### src/hw_manager_macros.svh
`ifndef HW_MANAGER_MACROS_SVH
`define HW_MANAGER_MACROS_SVH

// Board and field widths
`define HWM_NUM_BOARDS 8    // Shim boards in the chassis
`define HWM_BOARD_W    3    // Board index width
`define HWM_STATE_W    4    // Sequencer state width
`define HWM_CODE_W     25   // Status code width
`define HWM_TIMER_W    32   // Shared delay timer

// Settle time before spi_off can be trusted
`define HWM_SPI_INIT_MIN 10

// Default delays in cycles, 250 MHz clock
`define HWM_SHUTDOWN_FORCE_DELAY 25000000   // 100 ms after force release
`define HWM_SHUTDOWN_RESET_PULSE 25000      // 100 us reset pulse
`define HWM_SHUTDOWN_RESET_DELAY 25000000   // 100 ms after reset pulse
`define HWM_SPI_INIT_WAIT        25000000   // 100 ms for SPI init check
`define HWM_SPI_START_WAIT       250000000  // 1 s for SPI start

`endif

### src/hw_manager_pkg.sv
`default_nettype none

`include "hw_manager_macros.svh"

package hw_manager_pkg;

  // Sequencer states, IDLE starts at 1 so a zero word reads as invalid
  typedef enum logic [`HWM_STATE_W-1:0] {
    IDLE              = 4'd1,
    CONFIRM_SPI_INIT  = 4'd2,
    RELEASE_SD_F      = 4'd3,
    PULSE_SD_RST      = 4'd4,
    SD_RST_DELAY      = 4'd5,
    CONFIRM_SPI_START = 4'd6,
    RUNNING           = 4'd7,
    HALTED            = 4'd8
  } state_e;

  // Status codes, upper byte is the fault group
  typedef enum logic [`HWM_CODE_W-1:0] {
    EMPTY                = 25'h000,
    OK                   = 25'h001,
    PS_SHUTDOWN          = 25'h002,  // sys_en dropped
    SPI_START_TIMEOUT    = 25'h100,
    SPI_INIT_TIMEOUT     = 25'h101,
    INTEG_THRESH_AVG_OOB = 25'h200,  // Pre-start config group
    INTEG_WINDOW_OOB     = 25'h201,
    INTEG_EN_OOB         = 25'h202,
    SYS_EN_OOB           = 25'h203,
    LOCK_VIOL            = 25'h204,
    SHUTDOWN_SENSE       = 25'h300,  // Shutdown group
    EXT_SHUTDOWN         = 25'h301,
    OVER_THRESH          = 25'h400,  // Integrator threshold core
    THRESH_UNDERFLOW     = 25'h401,
    THRESH_OVERFLOW      = 25'h402,
    BAD_TRIG_CMD         = 25'h500,  // Trigger buffer and commands
    TRIG_BUF_OVERFLOW    = 25'h501
  } status_code_e;

  typedef logic [`HWM_NUM_BOARDS-1:0] board_mask_t;  // One bit per board

  // Config checks, only looked at on sys_en
  typedef struct packed {
    logic integ_thresh_avg_oob;
    logic integ_window_oob;
    logic integ_en_oob;
    logic sys_en_oob;
  } prestart_flags_t;

  // Faults watched while running, field order is the priority order
  typedef struct packed {
    logic        lock_viol;
    board_mask_t shutdown_sense;
    logic        ext_shutdown;
    board_mask_t over_thresh;
    board_mask_t thresh_underflow;
    board_mask_t thresh_overflow;
    logic        bad_trig_cmd;
    logic        trig_buf_overflow;
  } run_flags_t;

  typedef struct packed {
    logic                     valid;  // Any flag of the group set
    status_code_e             code;
    logic [`HWM_BOARD_W-1:0]  board;  // Lowest offending board
  } fault_report_t;

  // Power and enable controls, n_ prefix is active low
  typedef struct packed {
    logic unlock_cfg;
    logic spi_clk_power_n;
    logic spi_en;
    logic shutdown_sense_en;
    logic trig_en;
    logic n_shutdown_force;
    logic n_shutdown_rst;
  } power_ctrl_t;

  typedef struct packed {
    logic [`HWM_BOARD_W-1:0] board;  // Bits 31:29
    status_code_e            code;   // Bits 28:4
    state_e                  state;  // Bits 3:0
  } status_word_t;

endpackage

`default_nettype wire

### src/fault_arbiter.sv
`timescale 1ns/1ps
`default_nettype none

`include "hw_manager_macros.svh"

module fault_arbiter (
  input  wire hw_manager_pkg::prestart_flags_t pre,
  input  wire hw_manager_pkg::run_flags_t      run,
  output hw_manager_pkg::fault_report_t        prestart_fault,
  output hw_manager_pkg::fault_report_t        run_fault
);

  // Lowest set bit wins, empty mask gives 0
  function automatic logic [`HWM_BOARD_W-1:0] lowest_board(
    input hw_manager_pkg::board_mask_t mask
  );
    logic [`HWM_BOARD_W-1:0] idx;
    idx = '0;
    for (int i = `HWM_NUM_BOARDS - 1; i >= 0; i--) begin
      if (mask[i]) idx = i[`HWM_BOARD_W-1:0];  // Later hit is lower index
    end
    return idx;
  endfunction

  // Pre-start checks, all single bit so board stays 0
  always_comb begin
    prestart_fault.valid = |pre;
    prestart_fault.code  = hw_manager_pkg::EMPTY;
    prestart_fault.board = '0;
    if (pre.integ_thresh_avg_oob)
      prestart_fault.code = hw_manager_pkg::INTEG_THRESH_AVG_OOB;
    else if (pre.integ_window_oob)
      prestart_fault.code = hw_manager_pkg::INTEG_WINDOW_OOB;
    else if (pre.integ_en_oob)
      prestart_fault.code = hw_manager_pkg::INTEG_EN_OOB;
    else if (pre.sys_en_oob)
      prestart_fault.code = hw_manager_pkg::SYS_EN_OOB;
  end

  // Run faults, first match in fixed order
  always_comb begin
    run_fault.valid = |run;
    run_fault.code  = hw_manager_pkg::EMPTY;
    run_fault.board = '0;
    if (run.lock_viol) begin
      run_fault.code = hw_manager_pkg::LOCK_VIOL;
    end else if (|run.shutdown_sense) begin
      run_fault.code  = hw_manager_pkg::SHUTDOWN_SENSE;
      run_fault.board = lowest_board(run.shutdown_sense);
    end else if (run.ext_shutdown) begin
      run_fault.code = hw_manager_pkg::EXT_SHUTDOWN;
    end else if (|run.over_thresh) begin
      run_fault.code  = hw_manager_pkg::OVER_THRESH;
      run_fault.board = lowest_board(run.over_thresh);
    end else if (|run.thresh_underflow) begin
      run_fault.code  = hw_manager_pkg::THRESH_UNDERFLOW;  // Threshold FIFO empty read
      run_fault.board = lowest_board(run.thresh_underflow);
    end else if (|run.thresh_overflow) begin
      run_fault.code  = hw_manager_pkg::THRESH_OVERFLOW;
      run_fault.board = lowest_board(run.thresh_overflow);
    end else if (run.bad_trig_cmd) begin
      run_fault.code = hw_manager_pkg::BAD_TRIG_CMD;
    end else if (run.trig_buf_overflow) begin
      run_fault.code = hw_manager_pkg::TRIG_BUF_OVERFLOW;
    end
  end

endmodule

`default_nettype wire

### src/power_sequencer.sv
`timescale 1ns/1ps
`default_nettype none

`include "hw_manager_macros.svh"

module power_sequencer #(
  parameter int SHUTDOWN_FORCE_DELAY = `HWM_SHUTDOWN_FORCE_DELAY,
  parameter int SHUTDOWN_RESET_PULSE = `HWM_SHUTDOWN_RESET_PULSE,
  parameter int SHUTDOWN_RESET_DELAY = `HWM_SHUTDOWN_RESET_DELAY,
  parameter int SPI_INIT_WAIT        = `HWM_SPI_INIT_WAIT,
  parameter int SPI_START_WAIT       = `HWM_SPI_START_WAIT
) (
  input  wire                                clk,
  input  wire                                aresetn,
  input  wire                                sys_en,
  input  wire                                spi_off,
  input  wire hw_manager_pkg::fault_report_t prestart_fault,
  input  wire hw_manager_pkg::fault_report_t run_fault,
  output hw_manager_pkg::power_ctrl_t        ctrl,
  output hw_manager_pkg::status_word_t       status,
  output logic                               ps_interrupt
);

  // Timer limits at full timer width
  localparam logic [`HWM_TIMER_W-1:0] FORCE_LIM = SHUTDOWN_FORCE_DELAY;
  localparam logic [`HWM_TIMER_W-1:0] PULSE_LIM = SHUTDOWN_RESET_PULSE;
  localparam logic [`HWM_TIMER_W-1:0] RST_LIM   = SHUTDOWN_RESET_DELAY;
  localparam logic [`HWM_TIMER_W-1:0] INIT_LIM  = SPI_INIT_WAIT;
  localparam logic [`HWM_TIMER_W-1:0] START_LIM = SPI_START_WAIT;
  localparam logic [`HWM_TIMER_W-1:0] INIT_MIN  = `HWM_SPI_INIT_MIN;

  hw_manager_pkg::state_e       state;
  hw_manager_pkg::status_code_e status_code;   // Latched at halt
  logic [`HWM_BOARD_W-1:0]      board_num;
  logic [`HWM_TIMER_W-1:0]      timer;         // Shared, cleared on each transition

  assign status = '{board: board_num, code: status_code, state: state};

  always_ff @(posedge clk) begin
    if (!aresetn) begin
      state        <= hw_manager_pkg::IDLE;
      timer        <= '0;
      status_code  <= hw_manager_pkg::OK;
      board_num    <= '0;
      ps_interrupt <= 1'b0;
      ctrl         <= '{unlock_cfg: 1'b1, spi_clk_power_n: 1'b1, n_shutdown_rst: 1'b1,
                        default: 1'b0};
    end else begin
      ps_interrupt <= 1'b0;          // One cycle pulse
      timer        <= timer + 1'b1;
      case (state)
        hw_manager_pkg::IDLE: begin
          if (sys_en) begin
            timer <= '0;
            if (prestart_fault.valid) begin   // Bad config, cfg stays unlocked
              state        <= hw_manager_pkg::HALTED;
              status_code  <= prestart_fault.code;
              board_num    <= prestart_fault.board;
              ps_interrupt <= 1'b1;
            end else begin
              state                <= hw_manager_pkg::CONFIRM_SPI_INIT;
              ctrl.unlock_cfg      <= 1'b0;   // Lock config
              ctrl.spi_clk_power_n <= 1'b0;   // Clock on to read spi_off
            end
          end
        end
        hw_manager_pkg::CONFIRM_SPI_INIT: begin
          if (timer >= INIT_MIN && spi_off) begin
            state                 <= hw_manager_pkg::RELEASE_SD_F;
            timer                 <= '0;
            ctrl.spi_clk_power_n  <= 1'b1;
            ctrl.n_shutdown_force <= 1'b1;    // Release force
          end else if (timer >= INIT_LIM) begin
            state                <= hw_manager_pkg::HALTED;
            timer                <= '0;
            ctrl.spi_clk_power_n <= 1'b1;
            status_code          <= hw_manager_pkg::SPI_INIT_TIMEOUT;
            ps_interrupt         <= 1'b1;
          end
        end
        hw_manager_pkg::RELEASE_SD_F: begin
          if (timer >= FORCE_LIM) begin
            state               <= hw_manager_pkg::PULSE_SD_RST;
            timer               <= '0;
            ctrl.n_shutdown_rst <= 1'b0;      // Start reset pulse
          end
        end
        hw_manager_pkg::PULSE_SD_RST: begin
          if (timer >= PULSE_LIM) begin
            state               <= hw_manager_pkg::SD_RST_DELAY;
            timer               <= '0;
            ctrl.n_shutdown_rst <= 1'b1;
          end
        end
        hw_manager_pkg::SD_RST_DELAY: begin
          if (timer >= RST_LIM) begin
            state                  <= hw_manager_pkg::CONFIRM_SPI_START;
            timer                  <= '0;
            ctrl.shutdown_sense_en <= 1'b1;
            ctrl.spi_clk_power_n   <= 1'b0;
            ctrl.spi_en            <= 1'b1;
          end
        end
        hw_manager_pkg::CONFIRM_SPI_START: begin
          if (!spi_off) begin                 // SPI side is up
            state        <= hw_manager_pkg::RUNNING;
            timer        <= '0;
            ctrl.trig_en <= 1'b1;
            ps_interrupt <= 1'b1;
          end else if (timer >= START_LIM) begin
            state                  <= hw_manager_pkg::HALTED;
            timer                  <= '0;
            ctrl.n_shutdown_force  <= 1'b0;
            ctrl.shutdown_sense_en <= 1'b0;
            ctrl.spi_clk_power_n   <= 1'b1;
            ctrl.spi_en            <= 1'b0;
            status_code            <= hw_manager_pkg::SPI_START_TIMEOUT;
            ps_interrupt           <= 1'b1;
          end
        end
        hw_manager_pkg::RUNNING: begin
          if (!sys_en || run_fault.valid) begin
            state                  <= hw_manager_pkg::HALTED;
            timer                  <= '0;
            ctrl.n_shutdown_force  <= 1'b0;   // Everything off at once
            ctrl.shutdown_sense_en <= 1'b0;
            ctrl.spi_clk_power_n   <= 1'b1;
            ctrl.spi_en            <= 1'b0;
            ctrl.trig_en           <= 1'b0;
            ps_interrupt           <= 1'b1;
            if (!sys_en) begin                // Software shutdown outranks faults
              status_code <= hw_manager_pkg::PS_SHUTDOWN;
              board_num   <= '0;
            end else begin
              status_code <= run_fault.code;
              board_num   <= run_fault.board;
            end
          end
        end
        hw_manager_pkg::HALTED: begin
          // Hold status until software drops sys_en
          if (!sys_en) begin
            state           <= hw_manager_pkg::IDLE;
            timer           <= '0;
            status_code     <= hw_manager_pkg::OK;
            board_num       <= '0;
            ctrl.unlock_cfg <= 1'b1;
          end
        end
        default: begin
          state <= hw_manager_pkg::IDLE;
          timer <= '0;
        end
      endcase
    end
  end

  // Interrupt is a single cycle pulse
  a_irq_pulse: assert property (@(posedge clk) disable iff (!aresetn)
    ps_interrupt |=> !ps_interrupt)
    else $error("ps_interrupt high for two cycles");

  // Triggers only while running
  a_trig_running: assert property (@(posedge clk) disable iff (!aresetn)
    ctrl.trig_en |-> state == hw_manager_pkg::RUNNING)
    else $error("trig_en outside RUNNING");

  a_rst_pulse: assert property (@(posedge clk) disable iff (!aresetn)
    !ctrl.n_shutdown_rst |-> state == hw_manager_pkg::PULSE_SD_RST)
    else $error("n_shutdown_rst low outside PULSE_SD_RST");

endmodule

`default_nettype wire

### src/hw_manager_top.sv
`timescale 1ns/1ps
`default_nettype none

`include "hw_manager_macros.svh"

module hw_manager_top #(
  parameter int SHUTDOWN_FORCE_DELAY = `HWM_SHUTDOWN_FORCE_DELAY,
  parameter int SHUTDOWN_RESET_PULSE = `HWM_SHUTDOWN_RESET_PULSE,
  parameter int SHUTDOWN_RESET_DELAY = `HWM_SHUTDOWN_RESET_DELAY,
  parameter int SPI_INIT_WAIT        = `HWM_SPI_INIT_WAIT,
  parameter int SPI_START_WAIT       = `HWM_SPI_START_WAIT
) (
  input  wire                              clk,
  input  wire                              aresetn,
  input  wire                              sys_en,
  input  wire                              spi_off,
  input  wire                              ext_shutdown,
  input  wire                              integ_thresh_avg_oob,
  input  wire                              integ_window_oob,
  input  wire                              integ_en_oob,
  input  wire                              sys_en_oob,
  input  wire                              lock_viol,
  input  wire                              bad_trig_cmd,
  input  wire                              trig_buf_overflow,
  input  wire hw_manager_pkg::board_mask_t shutdown_sense,
  input  wire hw_manager_pkg::board_mask_t over_thresh,
  input  wire hw_manager_pkg::board_mask_t thresh_underflow,
  input  wire hw_manager_pkg::board_mask_t thresh_overflow,
  output logic                             unlock_cfg,
  output logic                             spi_clk_power_n,
  output logic                             spi_en,
  output logic                             shutdown_sense_en,
  output logic                             trig_en,
  output logic                             n_shutdown_force,
  output logic                             n_shutdown_rst,
  output hw_manager_pkg::status_word_t     status_word,
  output logic                             ps_interrupt
);

  hw_manager_pkg::prestart_flags_t pre_flags;
  hw_manager_pkg::run_flags_t      run_flags;
  hw_manager_pkg::fault_report_t   prestart_fault;
  hw_manager_pkg::fault_report_t   run_fault;
  hw_manager_pkg::power_ctrl_t     ctrl;

  // Bundle loose flags for the arbiter
  assign pre_flags = '{integ_thresh_avg_oob: integ_thresh_avg_oob,
                       integ_window_oob:     integ_window_oob,
                       integ_en_oob:         integ_en_oob,
                       sys_en_oob:           sys_en_oob};
  assign run_flags = '{lock_viol:         lock_viol,
                       shutdown_sense:    shutdown_sense,
                       ext_shutdown:      ext_shutdown,
                       over_thresh:       over_thresh,
                       thresh_underflow:  thresh_underflow,
                       thresh_overflow:   thresh_overflow,
                       bad_trig_cmd:      bad_trig_cmd,
                       trig_buf_overflow: trig_buf_overflow};

  fault_arbiter u_arbiter (
    .pre            (pre_flags),
    .run            (run_flags),
    .prestart_fault (prestart_fault),
    .run_fault      (run_fault)
  );

  power_sequencer #(
    .SHUTDOWN_FORCE_DELAY (SHUTDOWN_FORCE_DELAY),
    .SHUTDOWN_RESET_PULSE (SHUTDOWN_RESET_PULSE),
    .SHUTDOWN_RESET_DELAY (SHUTDOWN_RESET_DELAY),
    .SPI_INIT_WAIT        (SPI_INIT_WAIT),
    .SPI_START_WAIT       (SPI_START_WAIT)
  ) u_sequencer (
    .clk            (clk),
    .aresetn        (aresetn),
    .sys_en         (sys_en),
    .spi_off        (spi_off),
    .prestart_fault (prestart_fault),
    .run_fault      (run_fault),
    .ctrl           (ctrl),
    .status         (status_word),
    .ps_interrupt   (ps_interrupt)
  );

  // Control bundle out to pins
  assign unlock_cfg        = ctrl.unlock_cfg;
  assign spi_clk_power_n   = ctrl.spi_clk_power_n;
  assign spi_en            = ctrl.spi_en;
  assign shutdown_sense_en = ctrl.shutdown_sense_en;
  assign trig_en           = ctrl.trig_en;
  assign n_shutdown_force  = ctrl.n_shutdown_force;
  assign n_shutdown_rst    = ctrl.n_shutdown_rst;

endmodule

`default_nettype wire

### config.mk
export PLATFORM = sky130hd
export DESIGN_NAME = hw_manager_top
export DESIGN_NICKNAME = d
export VERILOG_FILES = /design/src/hw_manager_pkg.sv /design/src/fault_arbiter.sv /design/src/power_sequencer.sv /design/src/hw_manager_top.sv
export VERILOG_INCLUDE_DIRS = /design/src /design/src/src
export SDC_FILE = /design/constraint.sdc
export NUM_CORES = 1
export LEC_CHECK = 0
export ABC_AREA = 1
export BUFFER_PORTS_ARGS = -buffer_cell sky130_fd_sc_hd__buf_4
export CORE_ASPECT_RATIO = 0.7
export CORE_MARGIN = 10
export CORE_UTILIZATION = 37
export DETAILED_ROUTE_END_ITERATION = 6
export PLACE_DENSITY = 0.66
export SYNTH_ARGS = -nofsm -noshare
export SYNTH_HDL_FRONTEND = slang
export SYNTH_HIERARCHICAL = 1
export SYNTH_SLANG_ARGS = --single-unit
### constraint.sdc
create_clock -name clk -period 4.5 [get_ports clk]
set_input_delay 0.9 -clock clk [delete_from_list [all_inputs] [get_ports clk]]
set_output_delay 0.9 -clock clk [all_outputs]
set_load 0.05 [all_outputs]
==> results of run 1 <==
critical path, cell delays in order, from the launching register on:
cell and delay [ns]:
sky130_fd_sc_hd__dfxtp_1 0.62, sky130_fd_sc_hd__nand4_2 0.36, sky130_fd_sc_hd__nand3_1 0.25, sky130_fd_sc_hd__nor2_1 0.07, sky130_fd_sc_hd__nor3_2 0.11, sky130_fd_sc_hd__nand2_1 0.10, sky130_fd_sc_hd__nor2_4 0.82, sky130_fd_sc_hd__nand3_1 0.14
sky130_fd_sc_hd__nand2_1 0.12, sky130_fd_sc_hd__nor2_1 0.04
power by group:
group,total [mW],switching (mW),leakage (nW),internal (mW)
clock,0.816,0.269,0.169,0.546
combinational,1.43,0.990,2.06,0.437
sequential,0.833,0.0864,0.580,0.747
total,3.08,1.35,2.81,1.73
routing by layer:
metal	vias up	GRT usage	wire length [um]
met5	-	0	0
met1	2191	0.207	7200
met3	6	0.0485	1340
li1	2707	-	-
met2	189	0.186	5170
met4	0	0.0374	81
cell usage after synthesis, types with 2 or more instances:
cell                       number  share of area
sky130_fd_sc_hd__ha_1           2         0.0048
sky130_fd_sc_hd__xor2_1        15          0.025
sky130_fd_sc_hd__o21ai_0       20          0.019
sky130_fd_sc_hd__a21oi_1       45          0.044
sky130_fd_sc_hd__nand3_1       70          0.068
sky130_fd_sc_hd__nor4_1         5         0.0061
sky130_fd_sc_hd__buf_1          6         0.0044
sky130_fd_sc_hd__a32oi_1        7          0.012
sky130_fd_sc_hd__nand2_2        6         0.0073
sky130_fd_sc_hd__nand3b_1       2         0.0029
sky130_fd_sc_hd__buf_4         47          0.068
sky130_fd_sc_hd__dfxtp_1       71           0.28
sky130_fd_sc_hd__nand2_1      162           0.12
sky130_fd_sc_hd__nand4_1       20          0.024
sky130_fd_sc_hd__nor2_2        14          0.017
sky130_fd_sc_hd__nor3_1        21          0.020
sky130_fd_sc_hd__inv_2          3         0.0022
sky130_fd_sc_hd__nand2_4        2         0.0044
sky130_fd_sc_hd__nor3_2         2         0.0039
sky130_fd_sc_hd__xnor2_1        5         0.0085
sky130_fd_sc_hd__buf_6          9          0.020
sky130_fd_sc_hd__a21o_1         2         0.0029
sky130_fd_sc_hd__nor2_1       140           0.10
sky130_fd_sc_hd__nor2_4         3         0.0065
sky130_fd_sc_hd__a31oi_1        3         0.0036
sky130_fd_sc_hd__nand3_2        2         0.0039
sky130_fd_sc_hd__o21bai_1       4         0.0058
sky130_fd_sc_hd__buf_2          8         0.0078
sky130_fd_sc_hd__inv_1         90          0.065
sky130_fd_sc_hd__clkbuf_1       2         0.0015
sky130_fd_sc_hd__a22oi_1       15          0.022
flip-flops by register name (all words and copies together), names as in the netlist:
| signal | count |
|---|---|
| u_sequencer/timer | 32 |
| u_sequencer/status_code | 25 |
| u_sequencer/ctrl | 6 |
| u_sequencer/state | 4 |
| u_sequencer/board_num | 3 |
| u_sequencer/ps_interrupt | 1 |
area by class of cell:
cell class,count,area [um2],area share
inverters,94,353,0.0586
well taps,190,238,0.0395
multi-input cells,624,3030,0.503
flip-flops and latches,71,1420,0.236
repair buffers,85,638,0.106
clock inverters,2,60.1,0.00997
clock buffers,14,284,0.0471
worst min path at each step:
stage                               from              endpoint  depth (start not counted)
floorplan           u_sequencer/timer[0]  u_sequencer/timer[0]                          1
global placement    u_sequencer/timer[0]  u_sequencer/timer[0]                          1
detailed placement  u_sequencer/timer[0]  u_sequencer/timer[0]                          1
CTS                 u_sequencer/timer[0]  u_sequencer/timer[0]                          1
global route         u_sequencer/ctrl[2]   u_sequencer/ctrl[2]                          2
finish              u_sequencer/timer[0]  u_sequencer/timer[0]                          1
kinds of logic after synthesis:
| logic type | count (synthesis) |
|---|---|
| XOR/XNOR | 20 |
| AO/OA/AOI/OAI | 104 |
| flip-flops | 71 |
| AND/OR/NAND/NOR | 454 |
| other | 1 |
| adder cells (fa/ha/maj) | 2 |
| buffers and inverters | 166 |
==> run summary, run 1 <==
Summed over all cells, the static leakage comes to 2.81 nW. The top fanout value on the critical path is 50. The wire length of the first global-routing pass is 22,600 um. The initial antenna violation count was 0. The die is 161 um wide.

The cell count after synthesis came out at 818. In the layout the commonest cells are sky130_fd_sc_hd__nand2_1, sky130_fd_sc_hd__nor2_1, sky130_fd_sc_hd__inv_1. The final setup skew came out at 0.00807 ns. For this run, the top clock speed supported by timing is 0.361 GHz. The most used flip-flop cell after synthesis is sky130_fd_sc_hd__dfxtp_1.

The overall power consumption came out at 3.08 mW. The post-synthesis share of cell area spent on xor and xnor gates came out at 0.0339. 84 I/O pins were placed.

The destination of the worst register-to-register timing path is u_sequencer/status_code[15]. The class of the most critical setup path is reg2reg. The count of non-filler cells in the finished layout is 1,080.

The worst hold path class is reg2reg. Detailed placement ended at an HPWL of 10,600 um. The number of antenna repair diodes is 0. The setup TNS after final layout is 0 ns.

TritonCTS built the clock tree. The clock net in this run drives a total of 71 sinks. The sequential fraction of the synthesis area is 0.275. The required time of the critical path is 4.72 ns. Dividing the final minimum period by the clock period gives 0.616. The number of buffers inserted during clock tree synthesis came out at 9. The clock reaches the later pin of the worst-skew pair after 0.34 ns. The number of distinct library cell variants in the gate-level netlist after synthesis is 46. The data arrival at the endpoint of the critical path is 2.99 ns.

The total instance count after detailed placement came out at 1,064. The count of buffers added on input and output ports is 83. The simple-gate portion of the synthesized area came out at 0.394. STA classifies the critical path endpoint as a register.

Once layout is done, the placed cells without fillers occupy 0.00602 mm2. After detailed routing, the average wire length per cell comes to 12.8 um. The cell area reported after detailed placement is 0.00568 mm2. The maximum number of pins on one net before global-route repair came out at 52. The pre-antenna-repair detailed-routing pass consisted of 5 iterations. The total number of placement rows came out at 36. The multiplexer share of the synthesized area is 0. IR analysis of the VDD net gives a maximum drop of 218 uV. The via-per-instance ratio is 4.72.

The count of final max-slew check failures is 0. Of the total synthesized cell area, the portion taken by full adders, half adders and majority gates is 0.00485. The starting utilization of the core area is 0.375. The start point of the critical path is u_sequencer/state[1]. The max-cap violation count came out at 0. At the end of routability-driven placement, the weighted congestion stood at 0.928. The count of unresolved DRC violations after routing is 0. The number of gates given a new drive strength after cts is 0. STA classifies the critical path startpoint as a register. The overall overflow remaining after global route came out at 0. The maximum count of clock buffers along a single path came out at 2.

After clock tree synthesis, the clock-pin slew on the worst setup and hold paths is 0.06 ns. Leaving out fill and tap cells, the most frequent cell in the layout is sky130_fd_sc_hd__nand2_1. The number of nets in the final layout came out at 931.

After synthesis, the largest family of logic cells by area is simple AND/OR/NAND/NOR gates. The number of setup buffers added after CTS is 0. The register-to-register setup slack came out at 1.73 ns. The quantity of hold-fixing buffers added after cts is 0. The flow ran to the end, and the final reports show no timing, DRC or antenna violations. The overall fraction of global-route tracks in use is 0.140.

After synthesis, the share of flip-flops with an asynchronous set or reset is 0. Once detail routing completed, the nets flagged for antenna violations numbered 0. The die height came out at 119 um. The violation count after the first detailed-route iteration is 406. For the worst flop-to-flop path, the logic depth is 9. The worst register-to-register path begins at u_sequencer/state[1]. The die covers 0.0192 mm2. The count of flip-flops with a built-in enable after synthesis came out at 0. The detailed router placed 5,093 vias in this run.

The tree is rooted in a sky130_fd_sc_hd__clkbuf_16. Counting flops and latches in the post-synthesis netlist gives 71. The post-layout minimum cycle time is 2.77 ns.

Setup violations remaining at the end of the flow were counted as 0. The final hold slack came out at 0.476 ns. Setup repair after global routing left no endpoint under its margin.

The clock tree synthesis step divided the H-tree into 3 levels. The fraction of layout instances using a drive strength above 1 is 0.155. The power density normalized to cell area came out at 511 mW/mm2. Measured on the finished design, the core utilization comes to 0.437. The synthesized-area fraction occupied by ao, oa, aoi and oai cells is 0.121.

The slew at the pin closest to its max-slew limit is 1.08 ns. The synthesis warning total is 6. The fill cell total of the finished layout is 1,452. Summing every instance area after synthesis gives 0.00516 mm2.

The most critical setup path has its endpoint at u_sequencer/status_code[15]. Timing analysis after detailed placement gives a worst setup slack of 1.47 ns. The total wire length came out at 13,800 um. After layout, the worst setup slack is 1.73 ns.

The region available for standard cell placement spans 0.0138 mm2. The average footprint of a synthesized cell is 6.31 um2. Relative to the synthesized area, the layout overhead comes to 16.7%. The via count of the first global-routing pass came to 4,552. The final hold violation count was 0. The worst slew margin relative to its limit came out at 0.279.
Power figures use the tool's default switching activity.
==> run 2: changes to the inputs <==
--- a/config.mk
+++ b/config.mk
@@ -12,7 +12,7 @@
 export CORE_MARGIN = 10
 export CORE_UTILIZATION = 37
 export DETAILED_ROUTE_END_ITERATION = 6
-export PLACE_DENSITY = 0.66
+export PLACE_DENSITY = 0.68
 export SYNTH_ARGS = -nofsm -noshare
 export SYNTH_HDL_FRONTEND = slang
 export SYNTH_HIERARCHICAL = 1
==> constraint.sdc (replaced) <==
create_clock -name clk -period 2.2 [get_ports clk]
set_input_delay 0.44 -clock clk [delete_from_list [all_inputs] [get_ports clk]]
set_output_delay 0.44 -clock clk [all_outputs]
set_load 0.05 [all_outputs]
==> run 2 against run 1 <==
Compared with the run above: register-to-register slack got worse by 1.6 ns; critical path type unchanged; critical endpoint is now u_sequencer/ctrl[1]; non-clock buffer count rose by 75; clock skew rose by 0.0010 ns; clock power rose by 69%; combinational power rose by 130%; first-iteration DRC count rose by 20%; die area did not move.
==> run summary, run 2 (synthesis gave the netlist of run 1 again) <==
Walking the worst path, the cells encountered are nand2_2 -> nor2_1 -> inv_1 -> nor2_2 -> nor2_2 -> a21oi_1 -> nor2_1. The required time of the critical path is 2.44 ns. The floorplan step defined a core boundary enclosing 0.0138 mm2. The library cells used most frequently in the layout, excluding fill and tap cells, are sky130_fd_sc_hd__nand2_1, sky130_fd_sc_hd__buf_4, sky130_fd_sc_hd__nor2_1. The final hold violation count is 0. The worst path needs 2.04 ns of the cycle, external delays included. The startpoint class of the critical path is a register. The endpoint kind of the worst setup timing path is a register. Buffers placed on the I/O ports in this run total 83. The violation count after the first detailed-route iteration came out at 488.

The number of antenna repair diodes came out at 0. The starting utilization of the core area is 0.375. TritonCTS built the clock tree. The final-report setup violation count came out at 0. For this run, the total global-route usage over all layers was measured as 0.158. In the final layout, the registers with the most flip-flops are u_sequencer/timer (32), u_sequencer/status_code (25), u_sequencer/ctrl (6).

The min-delay analysis places its worst path in the category in2reg. The via count is 5,501. The total buffers and inverters traversed by the critical path is 1. Counting the fill cells in the layout gives 1,431.

At the pin with the least slew margin, the transition time is 0.606 ns. The number of iterations in the first detailed-routing pass is 5. Across all hold checks on the routed design, the worst slack comes to 0.397 ns.

The wire length of the first global-routing pass came out at 25,300 um. Counting every sink on the clock net gives 71. Setup repair after global routing left no endpoint under its margin.

In this run the static leakage power is 3.17 nW. The overall overflow remaining after global route is 0. The worst slew margin relative to its limit is 0.593. The number of buffers inserted during clock tree synthesis is 9. The total wire length is 15,200 um. In the final design database the tool counted 1,009 nets. The via count of the first global-routing pass is 5,211. Counting flops per register, the top entry is u_sequencer/timer. The maximum number of pins on one net before global-route repair came out at 37.

The number of H-tree branching levels came out at 3. The final estimated routing congestion in global placement came out at 0.937. The placed wire-length estimate after detailed placement came out at 11,400 um.

Of all nets on the critical path, the largest fanout is 12. The maximum count of clock buffers along a single path came out at 2. The number of flip-flops under the largest register name is 32. After clock tree synthesis, the clock-pin slew on the worst setup and hold paths is 0.06 ns. Grouping stages by cell kind, the critical path spends the most delay in simple AND/OR/NAND/NOR gates. The critical path is of the reg2reg type. The tool flagged a number of max-cap violations equal to 0. After layout, the design draws a total of 6.32 mW.

For the worst setup path, the data arrival time is 2.28 ns. The I/O pin total came out at 84. The flow ran to the end, and the final reports show no timing, DRC or antenna violations. VDD sags by at most 492 uV. The cell at the root of the clock tree is sky130_fd_sc_hd__clkbuf_16. The final setup skew is 0.00912 ns. For this design, the slowest cell found on the critical path is sky130_fd_sc_hd__dfxtp_1.

The initial antenna violation count came out at 0. The quantity of hold-fixing buffers added after cts is 0. The setup TNS after final layout came out at 0 ns.

The average wire per cell in the routed design is 13.1 um. In this run the power density over the cells is 952 mW/mm2. Dividing the final minimum period by the clock period gives 0.926. The largest stage delay on the critical path is 0.55 ns. For the worst-skew pair, the clock arrives at the later sink with an insertion delay of 0.35 ns. The highest clock rate is 0.491 GHz.

The most common library cell in the layout ignoring fill and taps is sky130_fd_sc_hd__nand2_1. The die height came out at 119 um. The via-per-instance ratio came out at 4.75. The count of unresolved DRC violations after routing came out at 0. The remaining number of nets flagged by the antenna check after routing is 0. The area growth from synthesis to layout is 28.6%. The fraction of layout instances using a drive strength above 1 came out at 0.238.

The count of final max-slew check failures came out at 0. The full die area is 0.0192 mm2. The die width is 161 um. The total number of placement rows came out at 36.
[run 2: cell count changes in the layout (fill, tap and decap cells not counted), moves of 4 or more]
cell                       change
sky130_fd_sc_hd__clkbuf_8      -4
sky130_fd_sc_hd__nor2_1        -5
sky130_fd_sc_hd__nor2_4        +5
sky130_fd_sc_hd__buf_4        +73
[run 2: final timing paths]
kind	startpoint	endpoint	slack, ns	depth (start not counted)
max	u_sequencer/state[1]	u_sequencer/ctrl[1]	0.16	7
min	aresetn	u_sequencer/ctrl[4]	0.40	3
max reg2reg	u_sequencer/state[1]	u_sequencer/ctrl[1]	0.16	7
min reg2reg	u_sequencer/timer[0]	u_sequencer/timer[0]	0.43	1
[run 2: timing repair]
action	in CTS	in global routing
pin swaps	1	6
setup endpoints to repair	26	61
buffers inserted	0	2
cloned	1	2
gates resized for setup	2	18
[run 2: area by class of cell]
| cell class | instances | area [um2] | area share |
|---|---|---|---|
| Multi-Input combinational cell | 627 | 3120 | 0.471 |
| Sequential cell | 71 | 1430 | 0.215 |
| Timing Repair Buffer | 160 | 1230 | 0.185 |
| Inverter | 94 | 353 | 0.0531 |
| Tap cell | 190 | 238 | 0.0358 |
| Clock buffer | 9 | 225 | 0.0339 |
| Clock inverter | 7 | 48.8 | 0.00735 |
[run 2: routing by layer]
layer,GRT usage,up-vias,routed length (um)
li1,-,2854,-
met2,0.220,162,6120
met1,0.223,2469,7630
met3,0.0551,16,1200
met4,0.0454,0,213
met5,0,-,0
[run 2: per-stage QoR]
stage | utilization | std cells | setup slack (ns) | cell area [um2]
final | 0.482 | 1158 | 0.162 | 6640
after global routing | 0.482 | 1158 | 0.00426 | 6640
after CTS | 0.475 | 1154 | 0.0666 | 6540
after detailed placement | 0.454 | 1137 | -0.206 | 6250
after global placement | 0.454 | 1137 | -0.186 | 6250
after floorplan | - | 861 | 0.0933 | 5320
[run 2: report_power, final]
part | switching, mW | leakage (nW) | internal (mW)
Clock | 0.613 | 0.136 | 0.764
Combinational | 2.13 | 2.46 | 1.12
Sequential | 0.161 | 0.581 | 1.53
[run 2: tightest hold or removal path, delay by kind of cell]
family                 cells  cell delay [ns]
AOI/OAI and AO/OA          1             0.11
buffers and inverters      2             0.15
